$ cat src/rtl/das_pkg.sv
// ======================================================================
// DAS input panel shared definitions: lane count, debounce and LED
// timing, per-lane delayed auto shift table, and common types.
// ======================================================================
`default_nettype none

package das_pkg;

    localparam int KEY_COUNT       = 4;
    localparam int SYNC_STAGES     = 2;
    localparam int DEBOUNCE_CYCLES = 5;   // Consecutive disagreeing cycles before a flip.
    localparam int DEBOUNCE_W      = $clog2(DEBOUNCE_CYCLES + 1);
    localparam int LED_HOLD_CYCLES = 12;
    localparam int DAS_CNT_W       = 24;

    // Cycle count for the DAS timer and the LED stretch counter.
    typedef logic [DAS_CNT_W-1:0] das_count_t;

    // One bit per key lane.
    typedef logic [KEY_COUNT-1:0] lane_mask_t;

    typedef struct packed {
        das_count_t cd_long;    // First strobe to second strobe.
        das_count_t cd_short;   // Between later repeats.
    } das_timing_t;

    // Simulation-scale timing. A board build only needs larger values here.
    localparam das_timing_t DAS_TIMING [KEY_COUNT] = '{
        '{cd_long: das_count_t'(40), cd_short: das_count_t'(10)},
        '{cd_long: das_count_t'(40), cd_short: das_count_t'(12)},
        '{cd_long: das_count_t'(40), cd_short: das_count_t'(14)},
        '{cd_long: das_count_t'(40), cd_short: das_count_t'(16)}
    };

    typedef enum logic [1:0] {
        DAS_IDLE,     // Key released.
        DAS_DELAY,    // Waiting out cd_long after the first strobe.
        DAS_REPEAT    // Strobing every cd_short.
    } das_state_e;

    typedef struct packed {
        lane_mask_t action;   // One-cycle move strobes.
        lane_mask_t led;      // Stretched strobe indicators.
    } panel_out_t;

endpackage

`default_nettype wire

$ cat src/rtl/key_conditioner.sv
// ======================================================================
// Key conditioner: synchronizes one raw key level into the clock domain
// and filters out bounce shorter than DEBOUNCE_CYCLES.
// ======================================================================
`timescale 1ns/1ps
`default_nettype none

module key_conditioner
    import das_pkg::*;
(
    input  logic clk,
    input  logic rst_n,
    input  logic key_raw,    // High means pressed. Asynchronous to clk.
    output logic pressed
);

    logic [SYNC_STAGES-1:0] sync_q;
    logic                   key_sync;
    logic [DEBOUNCE_W-1:0]  agree_cnt;
    logic                   differs;

    // The oldest stage is the settled copy of the key.
    assign key_sync = sync_q[SYNC_STAGES-1];
    assign differs  = (key_sync != pressed);

    always_ff @(posedge clk) begin
        if (!rst_n) begin
            sync_q <= '0;
        end else begin
            sync_q <= {sync_q[SYNC_STAGES-2:0], key_raw};
        end
    end

    // Count consecutive cycles of disagreement between the synchronized
    // key and the filtered level. Any agreeing cycle starts the count over,
    // so a glitch must outlast the whole window to be accepted.
    always_ff @(posedge clk) begin
        if (!rst_n) begin
            agree_cnt <= '0;
            pressed   <= 1'b0;
        end else if (differs) begin
            if (agree_cnt == DEBOUNCE_W'(DEBOUNCE_CYCLES - 1)) begin
                pressed   <= key_sync;   // Level accepted on the last disagreeing cycle.
                agree_cnt <= '0;
            end else begin
                agree_cnt <= agree_cnt + 1'b1;
            end
        end else begin
            agree_cnt <= '0;
        end
    end

endmodule

`default_nettype wire

$ cat src/rtl/das_fsm.sv
// ======================================================================
// Delayed auto shift machine: one strobe on press, a second after
// cd_long, then a strobe every cd_short until the key is released.
// ======================================================================
`timescale 1ns/1ps
`default_nettype none

module das_fsm
    import das_pkg::*;
#(
    parameter das_timing_t TIMING = DAS_TIMING[0]
) (
    input  logic clk,
    input  logic rst_n,
    input  logic pressed,   // Debounced key level.
    output logic action     // One-cycle move strobe.
);

    das_state_e state_q;
    das_state_e state_d;
    das_count_t timer_q;
    das_count_t timer_d;
    logic       action_d;
    logic       timer_done;

    // The timer is loaded with the period minus one so that the strobe
    // lands exactly one period after the previous strobe.
    das_count_t long_load;
    das_count_t short_load;

    assign long_load  = TIMING.cd_long - 1'b1;
    assign short_load = TIMING.cd_short - 1'b1;
    assign timer_done = (timer_q == '0);

    always_comb begin
        state_d  = state_q;
        timer_d  = timer_q;
        action_d = 1'b0;

        if (!pressed) begin
            // Release cancels anything still scheduled.
            state_d = DAS_IDLE;
            timer_d = '0;
        end else begin
            case (state_q)
                DAS_IDLE: begin
                    // Any high level here is a new press, since a low always
                    // brings the machine back to idle.
                    action_d = 1'b1;
                    timer_d  = long_load;
                    state_d  = DAS_DELAY;
                end

                DAS_DELAY,
                DAS_REPEAT: begin
                    if (timer_done) begin
                        action_d = 1'b1;
                        timer_d  = short_load;
                        state_d  = DAS_REPEAT;
                    end else begin
                        timer_d = timer_q - 1'b1;   // Count down toward the next strobe.
                    end
                end

                default: begin
                    state_d = DAS_IDLE;
                    timer_d = '0;
                end
            endcase
        end
    end

    always_ff @(posedge clk) begin
        if (!rst_n) begin
            state_q <= DAS_IDLE;
            timer_q <= '0;
            action  <= 1'b0;
        end else begin
            state_q <= state_d;
            timer_q <= timer_d;
            action  <= action_d;   // Registered, so T0 is the cycle after the press.
        end
    end

endmodule

`default_nettype wire

$ cat src/rtl/led_stretcher.sv
// ======================================================================
// LED stretcher: turns a one-cycle strobe into an LED level that holds
// for LED_HOLD_CYCLES cycles.
// ======================================================================
`timescale 1ns/1ps
`default_nettype none

module led_stretcher
    import das_pkg::*;
(
    input  logic clk,
    input  logic rst_n,
    input  logic strobe,
    output logic led
);

    das_count_t hold_cnt;
    logic       hold_active;
    logic       hold_last;

    assign hold_active = (hold_cnt != '0);
    assign hold_last   = (hold_cnt == das_count_t'(LED_HOLD_CYCLES));

    // The counter runs from 1 up to LED_HOLD_CYCLES. Strobes seen while it
    // is running neither restart nor extend the hold.
    always_ff @(posedge clk) begin
        if (!rst_n) begin
            hold_cnt <= '0;
        end else if (hold_active) begin
            if (hold_last) begin
                hold_cnt <= '0;
            end else begin
                hold_cnt <= hold_cnt + 1'b1;
            end
        end else if (strobe) begin
            hold_cnt <= das_count_t'(1);   // Start a new hold.
        end
    end

    // The LED is lit exactly while a hold is in progress.
    assign led = hold_active;

endmodule

`default_nettype wire

$ cat src/rtl/das_input_panel.sv
// ======================================================================
// DAS input panel: four key lanes, each a conditioner, a delayed auto
// shift machine and an LED stretcher, with strobes and LEDs brought out.
// ======================================================================
`timescale 1ns/1ps
`default_nettype none

module das_input_panel
    import das_pkg::*;
(
    input  logic       clk,
    input  logic       rst_n,
    input  lane_mask_t key_n,    // Raw active-low keys.
    output panel_out_t status
);

    lane_mask_t key_raw;
    lane_mask_t pressed;
    lane_mask_t action;
    lane_mask_t led;

    // Buttons pull low when pressed. The lanes work with high as pressed.
    assign key_raw = ~key_n;

    for (genvar g = 0; g < KEY_COUNT; g++) begin : lane_g
        key_conditioner key_conditioner_inst (
            .clk     (clk),
            .rst_n   (rst_n),
            .key_raw (key_raw[g]),
            .pressed (pressed[g])
        );

        // Lanes differ only in their entry of the timing table.
        das_fsm #(
            .TIMING (DAS_TIMING[g])
        ) das_fsm_inst (
            .clk     (clk),
            .rst_n   (rst_n),
            .pressed (pressed[g]),
            .action  (action[g])
        );

        led_stretcher led_stretcher_inst (
            .clk    (clk),
            .rst_n  (rst_n),
            .strobe (action[g]),
            .led    (led[g])
        );
    end

    assign status.action = action;
    assign status.led    = led;

endmodule

`default_nettype wire

$ cat config.mk
export PLATFORM = sky130hd
export DESIGN_NAME = das_input_panel
export DESIGN_NICKNAME = d
export VERILOG_FILES = /design/src/rtl/das_pkg.sv /design/src/rtl/key_conditioner.sv /design/src/rtl/das_fsm.sv /design/src/rtl/led_stretcher.sv /design/src/rtl/das_input_panel.sv
export SDC_FILE = /design/constraint.sdc
export NUM_CORES = 1
export LEC_CHECK = 0
export BUFFER_PORTS_ARGS = -buffer_cell sky130_fd_sc_hd__buf_4
export CAP_MARGIN = 20
export CORE_AREA = 2 2 220 114
export CTS_BUF_LIST = sky130_fd_sc_hd__clkbuf_4 sky130_fd_sc_hd__clkbuf_8 sky130_fd_sc_hd__clkbuf_16
export CTS_CLUSTER_SIZE = 12
export DETAILED_ROUTE_END_ITERATION = 8
export DIE_AREA = 0 0 222 116
export GPL_TIMING_DRIVEN = 0
export SETUP_SLACK_MARGIN = 0.4
export SYNTH_ARGS = -nofsm -noshare
export SYNTH_HDL_FRONTEND = slang
export SYNTH_SLANG_ARGS = --single-unit
$ cat constraint.sdc
create_clock -name clk -period 2.2 [get_ports clk]
set_input_delay 0.44 -clock clk [delete_from_list [all_inputs] [get_ports clk]]
set_output_delay 0.44 -clock clk [all_outputs]
set_load 0.005 [all_outputs]
==> results_dict.tcl, run 1 <==
set metrics [dict create \
    outcome "finished with violations" \
    violations "setup timing" \
    grt_util_met3_pct 3.70 \
    sum_of_routed_wire_length_over_all_layers_um 26500 \
    max_cap_violations 0 \
    cts.sink_count 228 \
    total_via_count_in_the_routed_design 8957 \
    worst_slew_margin_rel_pct 43.1 \
    global_route.peak_usage_layer "met1" \
    max_transition_viols_final 0 \
    detail_route.iter0.violations 548 \
    complex_gate_fraction_of_the_synthesized_area_pct 7.41 \
    grt_antenna_before_repair 0 \
    initial_core_util_pct 44.4 \
    place.gp.congestion 0.819 \
    synthesis.yosys.warnings 0 \
    synth_top_area_share_pct 43.4 \
    critPathMaxStageDelay_ns 0.55 \
    design.final.nets 1411 \
    synthesized_netlist_cell_count 1218 \
    hold_slack_ns 0.0687 \
    irDropWorstVdd_mv 0.430 \
    synth.net_count 1258 \
    tightest_slew_ns 0.854 \
    unrepaired_setup_endpoints_after_global_routing "yes" \
    numCtsBuffers 23 \
    hold_path_class "primary input to register" \
    postSynth.topFlopCell "dfxtp_1" \
    synth_edf_count 0 \
    place.detailed.instances 1547 \
    finalHoldViolCount 0 \
    die_h_um 116 \
    post_synth_xor_area_fraction_pct 13.0 \
    post_synth.cell_area_avg_sq_um 8.63 \
    grt_start_max_net_pins 14 \
    die_ar_sq_um 25800 \
    power_uw 9130 \
    detail_route.wl_per_cell_um 15.6 \
    worst-endpoint-arrival_ns 2.13 \
    place_hpwl_um 15500 \
    post_synth_and_or_nand_nor_area_fraction_pct 27.7 \
    global_route_met2_utilization_pct 28.3 \
    routed_via_density 5.29 \
    synthMostInstantiatedCell "dfxtp_1" \
    first_global_vias 8097 \
    setup_viol 71 \
    post_synth_most_frequent_cells "dfxtp_1 (228), nor2_1 (203), nand2_1 (92)" \
    synth_adder_area_share_pct 4.05 \
    worst_path_max_delay_cell "or4_4" \
    remaining_drc_errors 0 \
    fin_crit_sh_pct 117 \
    setup_ws_ns -0.367 \
    post_cts_clock_slew_at_the_launch_and_capture_registers_of_the_worst_setup_and_hold_paths_ns 0.06 \
    post_route_cell_area_sq_um 14400 \
    leak_pwr_uw 0.00608 \
    synthMuxAreaShare_pct 0.679 \
    class_of_the_most_critical_setup_path "register to output port" \
    critical_path.endpoint_type "output port" \
    synth.yosys.seq_area_share_pct 43.4 \
    clkLatencyLatePin_ns 0.52 \
    power_density_nw_per_um2 636 \
    grt_overflow_total 0 \
    worst_clock_skew_ns 0.0149 \
    final_cell_count_no_fill 1693 \
    clock_tree.htree_level_count 1 \
    setup_tns_ns -6.66 \
    worst-endpoint-required_ns 1.76 \
    final_period_minus_worst_setup_slack_ns 2.57 \
    std_cell_rows 40 \
    grt_util_met1_pct 30.1 \
    synthTopCellsByArea "dfxtp_1 (43%), nor2_1 (7.3%), xor2_1 (6.6%)" \
    fillers 1948 \
    regArea_sq_um 4620 \
    synth_top_area_cell "dfxtp_1" \
    core_region_area_sq_um 23700 \
    die_w_um 222 \
    ys_seq_elements 228 \
    flow.area_growth_from_synthesis_pct 36.6 \
    combined_area_of_the_multi_input_logic_cells_sq_um 6840 \
    antenna-diode-count 0 \
    post_synth_instance_area_sq_um 10500 \
    crit_top_cell "buf_6" \
    wire_length_of_the_first_global_routing_pass_um 41600 \
    achievable-frequency_ghz 0.389 \
    timing.critical_path.cells "or4_4 -> nor4_4 -> and4bb_2 -> inv_2 -> buf_6 -> buf_6" \
    grt_use_total_pct 19.6 \
    dr.pass1.iters 5 \
    worstPathMaxFanout 2 \
    clockBufferDepth 3 \
    final_layout_size_suffix_gt1_share_pct 32.2 \
    detailed_place.area_sq_um 11200 \
    combinational_family_with_the_most_area_after_synthesis "simple AND/OR/NAND/NOR gates" \
    timing.critical_path.from_type "register" \
    pin_count 14 \
    cts_root_buffer "clkbuf_16" \
    io_buffers 13 \
    final_antenna_net_count 0 \
    synth.distinct_cells 61 \
    tritoncts "yes" \
    asyncSetResetFlopFracSynth_pct 0 \
]
-- routing by layer --
metal,up-vias,wire [um]
met5,-,0
met4,0,437
met3,39,1070
met2,160,11000
met1,4252,14000
li1,4506,-
-- what timing repair did --
action                                  4_1_cts  5_1_grt
resized for setup                           213      191
buffers inserted                             76       28
endpoints found under the hold margin         0        0
gates cloned                                  8        2
endpoints found under the setup margin      186      191
pin swaps                                    71       94
hold buffers                                  0        0
-- registers in the layout, indices dropped and copies added, names as in the netlist --
name                                   flops
lane_g.led_stretcher_inst.hold_cnt        96
lane_g.das_fsm_inst.action                 4
lane_g.key_conditioner_inst.agree_cnt     12
lane_g.key_conditioner_inst.pressed        4
lane_g.key_conditioner_inst.sync_q         8
lane_g.das_fsm_inst.state_q                8
lane_g.das_fsm_inst.timer_q               96
-- cells in the final DEF, fill, tap and decap left out, types with 20 or more instances in the layout --
cell / count
dfxtp_1: 199
nor2_1: 129
nand2_1: 84
buf_4: 80
xor2_1: 79
xnor2_1: 76
buf_6: 50
nand3_1: 44
nor2_2: 41
nor3_1: 34
nor2_4: 33
inv_1: 31
a21oi_1: 31
ha_1: 29
nand4_1: 28
clkbuf_16: 25
dfxtp_2: 20
-- power by group --
group / total [uW] / switching [uW] / internal (uW)
registers: 4190 / 32.0 / 4160
logic: 1330 / 610 / 718
clock network: 3610 / 1580 / 2030
total: 9130 / 2230 / 6910
-- logic make-up (layout without fill, tap and decap cells) --
group	Yosys count	after routing
XOR/XNOR	156	156
multiplexers	7	7
buffers and inverters	87	247
AO/OA/AOI/OAI	123	123
adder cells (fa/ha/maj)	34	34
flip-flops	228	228
AND/OR/NAND/NOR	583	583
-- cell type report --
class                      count  share of cell area (%)
multi-input combinational    903                    47.7
sequential                   228                    32.2
timing repair buffer         128                    8.85
clock buffer                  31                    4.52
buffer                        46                    2.82
tap                          315                    2.75
inverter                      41                    1.14
clock inverter                 1                  0.0349
-- final timing paths --
check,startpoint,endpoint,slack [ns],depth (start not counted)
worst min register to register,lane_g[3].key_conditioner_inst.sync_q[0]$_SDFF_PN0_,lane_g[3].key_conditioner_inst.sync_q[1]$_SDFF_PN0_,0.43,1
worst min-delay path,key_n[2],lane_g[2].key_conditioner_inst.sync_q[0]$_SDFF_PN0_,0.07,2
worst max-delay path,lane_g[2].led_stretcher_inst.hold_cnt[20]$_SDFFE_PN0P_,status[2],-0.37,6
worst max register to register,lane_g[0].das_fsm_inst.timer_q[8]$_SDFF_PN0_,lane_g[0].das_fsm_inst.timer_q[20]$_SDFF_PN0_,-0.14,10
-- critical path, delay by kind of cell, from the launching register on --
| family | cells | cell delay [ns] |
|---|---|---|
| and+or+nand+nor | 3 | 1.05 |
| buffers and inverters | 3 | 0.24 |
| DFF | 1 | 0.32 |
-- metrics by stage --
| step | setup WS [ns] | utilization [%] |
|---|---|---|
| after floorplan | 0.0144 | - |
| after global placement | -0.441 | 47.4 |
| after detailed placement | -0.507 | 47.4 |
| after CTS | -0.453 | 56.6 |
| after global routing | -0.426 | 60.6 |
| final | -0.367 | 60.6 |
Note: power is estimated with default switching activity, not from simulation.
==> run 2: changes to the inputs <==
--- a/config.mk
+++ b/config.mk
@@ -9,3 +9,3 @@
 export CAP_MARGIN = 20
-export CORE_AREA = 2 2 220 114
+export CORE_AREA = 2 2 209 108
 export CTS_BUF_LIST = sky130_fd_sc_hd__clkbuf_4 sky130_fd_sc_hd__clkbuf_8 sky130_fd_sc_hd__clkbuf_16
@@ -13,4 +13,5 @@
 export DETAILED_ROUTE_END_ITERATION = 8
-export DIE_AREA = 0 0 222 116
+export DIE_AREA = 0 0 211 110
 export GPL_TIMING_DRIVEN = 0
+export PLACE_DENSITY = 0.67
 export SETUP_SLACK_MARGIN = 0.4
==> constraint.sdc (replaced) <==
create_clock -name clk -period 2.2 [get_ports clk]
set_input_delay 0.33 -clock clk [delete_from_list [all_inputs] [get_ports clk]]
set_output_delay 0.33 -clock clk [all_outputs]
set_load 0.005 [all_outputs]
==> results_dict.tcl, run 2 (synthesized netlist as in run 1, its figures left out) <==
set metrics [dict create \
    outcome "finished with violations" \
    violations "setup timing" \
    worst-r2r-cell-count 14 \
    core_region_area_sq_um 21300 \
    hold_path_class "primary input to register" \
    worst_clock_skew_ns 0.0182 \
    place_hpwl_um 15300 \
    flow.area_growth_from_synthesis_pct 36.3 \
    critical_path.endpoint_type "output port" \
    die_h_um 110 \
    tritoncts "yes" \
    final_period_minus_worst_setup_slack_ns 2.43 \
    hold_depth 3 \
    max_cap_violations 0 \
    reg.largest.list "lane_g.das_fsm_inst.timer_q x96, lane_g.led_stretcher_inst.hold_cnt x96, lane_g.key_conditioner_inst.agree_cnt x12" \
    achievable-frequency_ghz 0.411 \
    critical_path_buf_inv_count 3 \
    post_route_cell_area_sq_um 14300 \
    worst_path_max_delay_cell "or4_4" \
    layout_common_cells "dfxtp_1 (201), nor2_1 (124), nand2_1 (84)" \
    fillers 1638 \
    setup_viol 58 \
    die_w_um 211 \
    std_cell_rows 38 \
    final_antenna_net_count 0 \
    post_cts_clock_slew_at_the_launch_and_capture_registers_of_the_worst_setup_and_hold_paths_ns 0.06 \
    regArea_sq_um 4620 \
    grt_start_max_net_pins 13 \
    worstPathMaxFanout 2 \
    hold_end "lane_g[1].das_fsm_inst.state_q[0]$_SDFFE_PN0P_" \
    pin_count 14 \
    cts.sink_count 228 \
    clockBufferDepth 3 \
    final_layout_size_suffix_gt1_share_pct 31.3 \
    crit_top_cell "buf_6" \
    power_density_nw_per_um2 637 \
    grt_overflow_total 0 \
    worst-endpoint-arrival_ns 2.10 \
    max_transition_viols_final 0 \
    remaining_drc_errors 0 \
    detailed_place.area_sq_um 11200 \
    worst-endpoint-required_ns 1.87 \
    detail_route.wl_per_cell_um 15.5 \
    r2r_end "lane_g[3].led_stretcher_inst.hold_cnt[0]$_SDFFE_PN0P_" \
    design.final.nets 1408 \
    critPathMaxStageDelay_ns 0.55 \
    dr.pass1.iters 5 \
    total_via_count_in_the_routed_design 8854 \
    finalHoldViolCount 0 \
    initial_core_util_pct 49.2 \
    worst_r2r_startpoint "lane_g[3].led_stretcher_inst.hold_cnt[0]$_SDFFE_PN0P_" \
    fin_crit_sh_pct 111 \
    worst_slew_margin_rel_pct 47.4 \
    sum_of_routed_wire_length_over_all_layers_um 25700 \
    leak_pwr_uw 0.00601 \
    detail_route.iter0.violations 508 \
    grt_use_total_pct 21.8 \
    numCtsBuffers 23 \
    combined_area_of_the_multi_input_logic_cells_sq_um 6900 \
    die_ar_sq_um 23200 \
    ff2ff_setup_slack_ns -0.15 \
    routed_via_density 5.35 \
    layout.cells.most_common "dfxtp_1" \
    clkLatencyLatePin_ns 0.52 \
    grt_antenna_before_repair 0 \
    unrepaired_setup_endpoints_after_global_routing "yes" \
    timing.critical_path.from_type "register" \
    worst_hold_path_startpoint "rst_n" \
    io_buffers 13 \
    class_of_the_most_critical_setup_path "register to output port" \
    final_core_utilization_pct 67.1 \
    irDropWorstVdd_mv 0.462 \
    wire_length_of_the_first_global_routing_pass_um 41400 \
    antenna-diode-count 0 \
    timing.critical_path.cells "or4_4 -> nor4_4 -> and4bb_2 -> inv_2 -> buf_6 -> buf_6" \
    place.gp.congestion 0.826 \
    tightest_slew_ns 0.789 \
    clock_tree.htree_level_count 1 \
    cts_root_buffer "clkbuf_16" \
    setup_ws_ns -0.233 \
    first_global_vias 8201 \
    cp_top_family "simple AND/OR/NAND/NOR gates" \
]
==> run 2: cell types whose count changed in the layout (fill, tap and decap cells not counted), moves of 5 or more <==
cell	previous run	this run
nor2_1	129	124
nor2_2	41	31
buf_8	14	9
nor2_4	33	48
buf_6	50	58
buf_4	80	70
==> run 2: worst max path at each step <==
stage,startpoint,endpoint,slack (ns),depth (start not counted)
after global placement,lane_g[1].led_stretcher_inst.hold_cnt[4]$_SDFFE_PN0P_,lane_g[1].led_stretcher_inst.hold_cnt[17]$_SDFFE_PN0P_,-0.21,5
after floorplan,lane_g[2].das_fsm_inst.timer_q[19]$_SDFF_PN0_,lane_g[2].das_fsm_inst.timer_q[1]$_SDFF_PN0_,0.01,7
after global routing,lane_g[2].led_stretcher_inst.hold_cnt[22]$_SDFFE_PN0P_,status[2],-0.29,6
after CTS,lane_g[2].led_stretcher_inst.hold_cnt[22]$_SDFFE_PN0P_,status[2],-0.25,6
final,lane_g[2].led_stretcher_inst.hold_cnt[22]$_SDFFE_PN0P_,status[2],-0.23,6
after detailed placement,rst_n,lane_g[3].led_stretcher_inst.hold_cnt[21]$_SDFFE_PN0P_,-0.16,5
==> run 2: final cells by class <==
type	instances	share of cell area, %
repair buffers	125	8.69
well taps	280	2.45
multi-input cells	903	48.2
inverters	41	1.16
clock buffers	30	4.47
clock inverters	2	0.0961
flip-flops and latches	228	32.2
plain buffers	46	2.73
==> run 2: worst reg2reg max path, cell delays in order, from the launching register on <==
cell and delay, ns:
dfxtp_4 0.35, inv_4 0.05, ha_4 0.13, nor4b_4 0.25, nand4_1 0.22, buf_4 0.19, buf_6 0.10, buf_6 0.10
buf_6 0.10, buf_6 0.11, buf_6 0.10, buf_6 0.13, o31ai_4 0.17, o211ai_1 0.11, a21oi_1 0.16
==> run 2: metrics by stage <==
stage                     cells  hold slack (ns)  worst slack, ns  total power [uW]  TNS, ns
after global routing       1655            0.174           -0.288              9460    -8.34
after global placement     1511            0.418           -0.209              4870    -5.45
final                      1655            0.178           -0.233              9120    -4.43
after detailed placement   1512            0.420           -0.159              4870    -6.27
after floorplan            1218            0.397           0.0144              4690        0
after CTS                  1627            0.137           -0.255              8970    -4.05
==> run 2: timing repair <==
action,4_1_cts,5_1_grt
pin swaps,62,88
gates cloned,6,4
hold buffers,4,0
endpoints found under the hold margin,4,0
endpoints found under the setup margin,187,190
buffers inserted,73,24
resized for setup,200,201
==> run 2: where the power goes <==
group | internal [uW] | switching (uW)
Combinational | 706 | 619
Clock | 2020 | 1590
Sequential | 4160 | 31.1
==> run 2: layer usage <==
metal | global-route usage [%] | routed length [um] | share of wire (%) | vias up
met2 | 31.1 | 10700 | 42 | 135
met4 | 4.58 | 311 | 1.2 | 0
met1 | 33.9 | 13600 | 53 | 4193
li1 | - | - | - | 4497
met5 | 0 | 0 | 0 | -
met3 | 3.82 | 1060 | 4.1 | 29
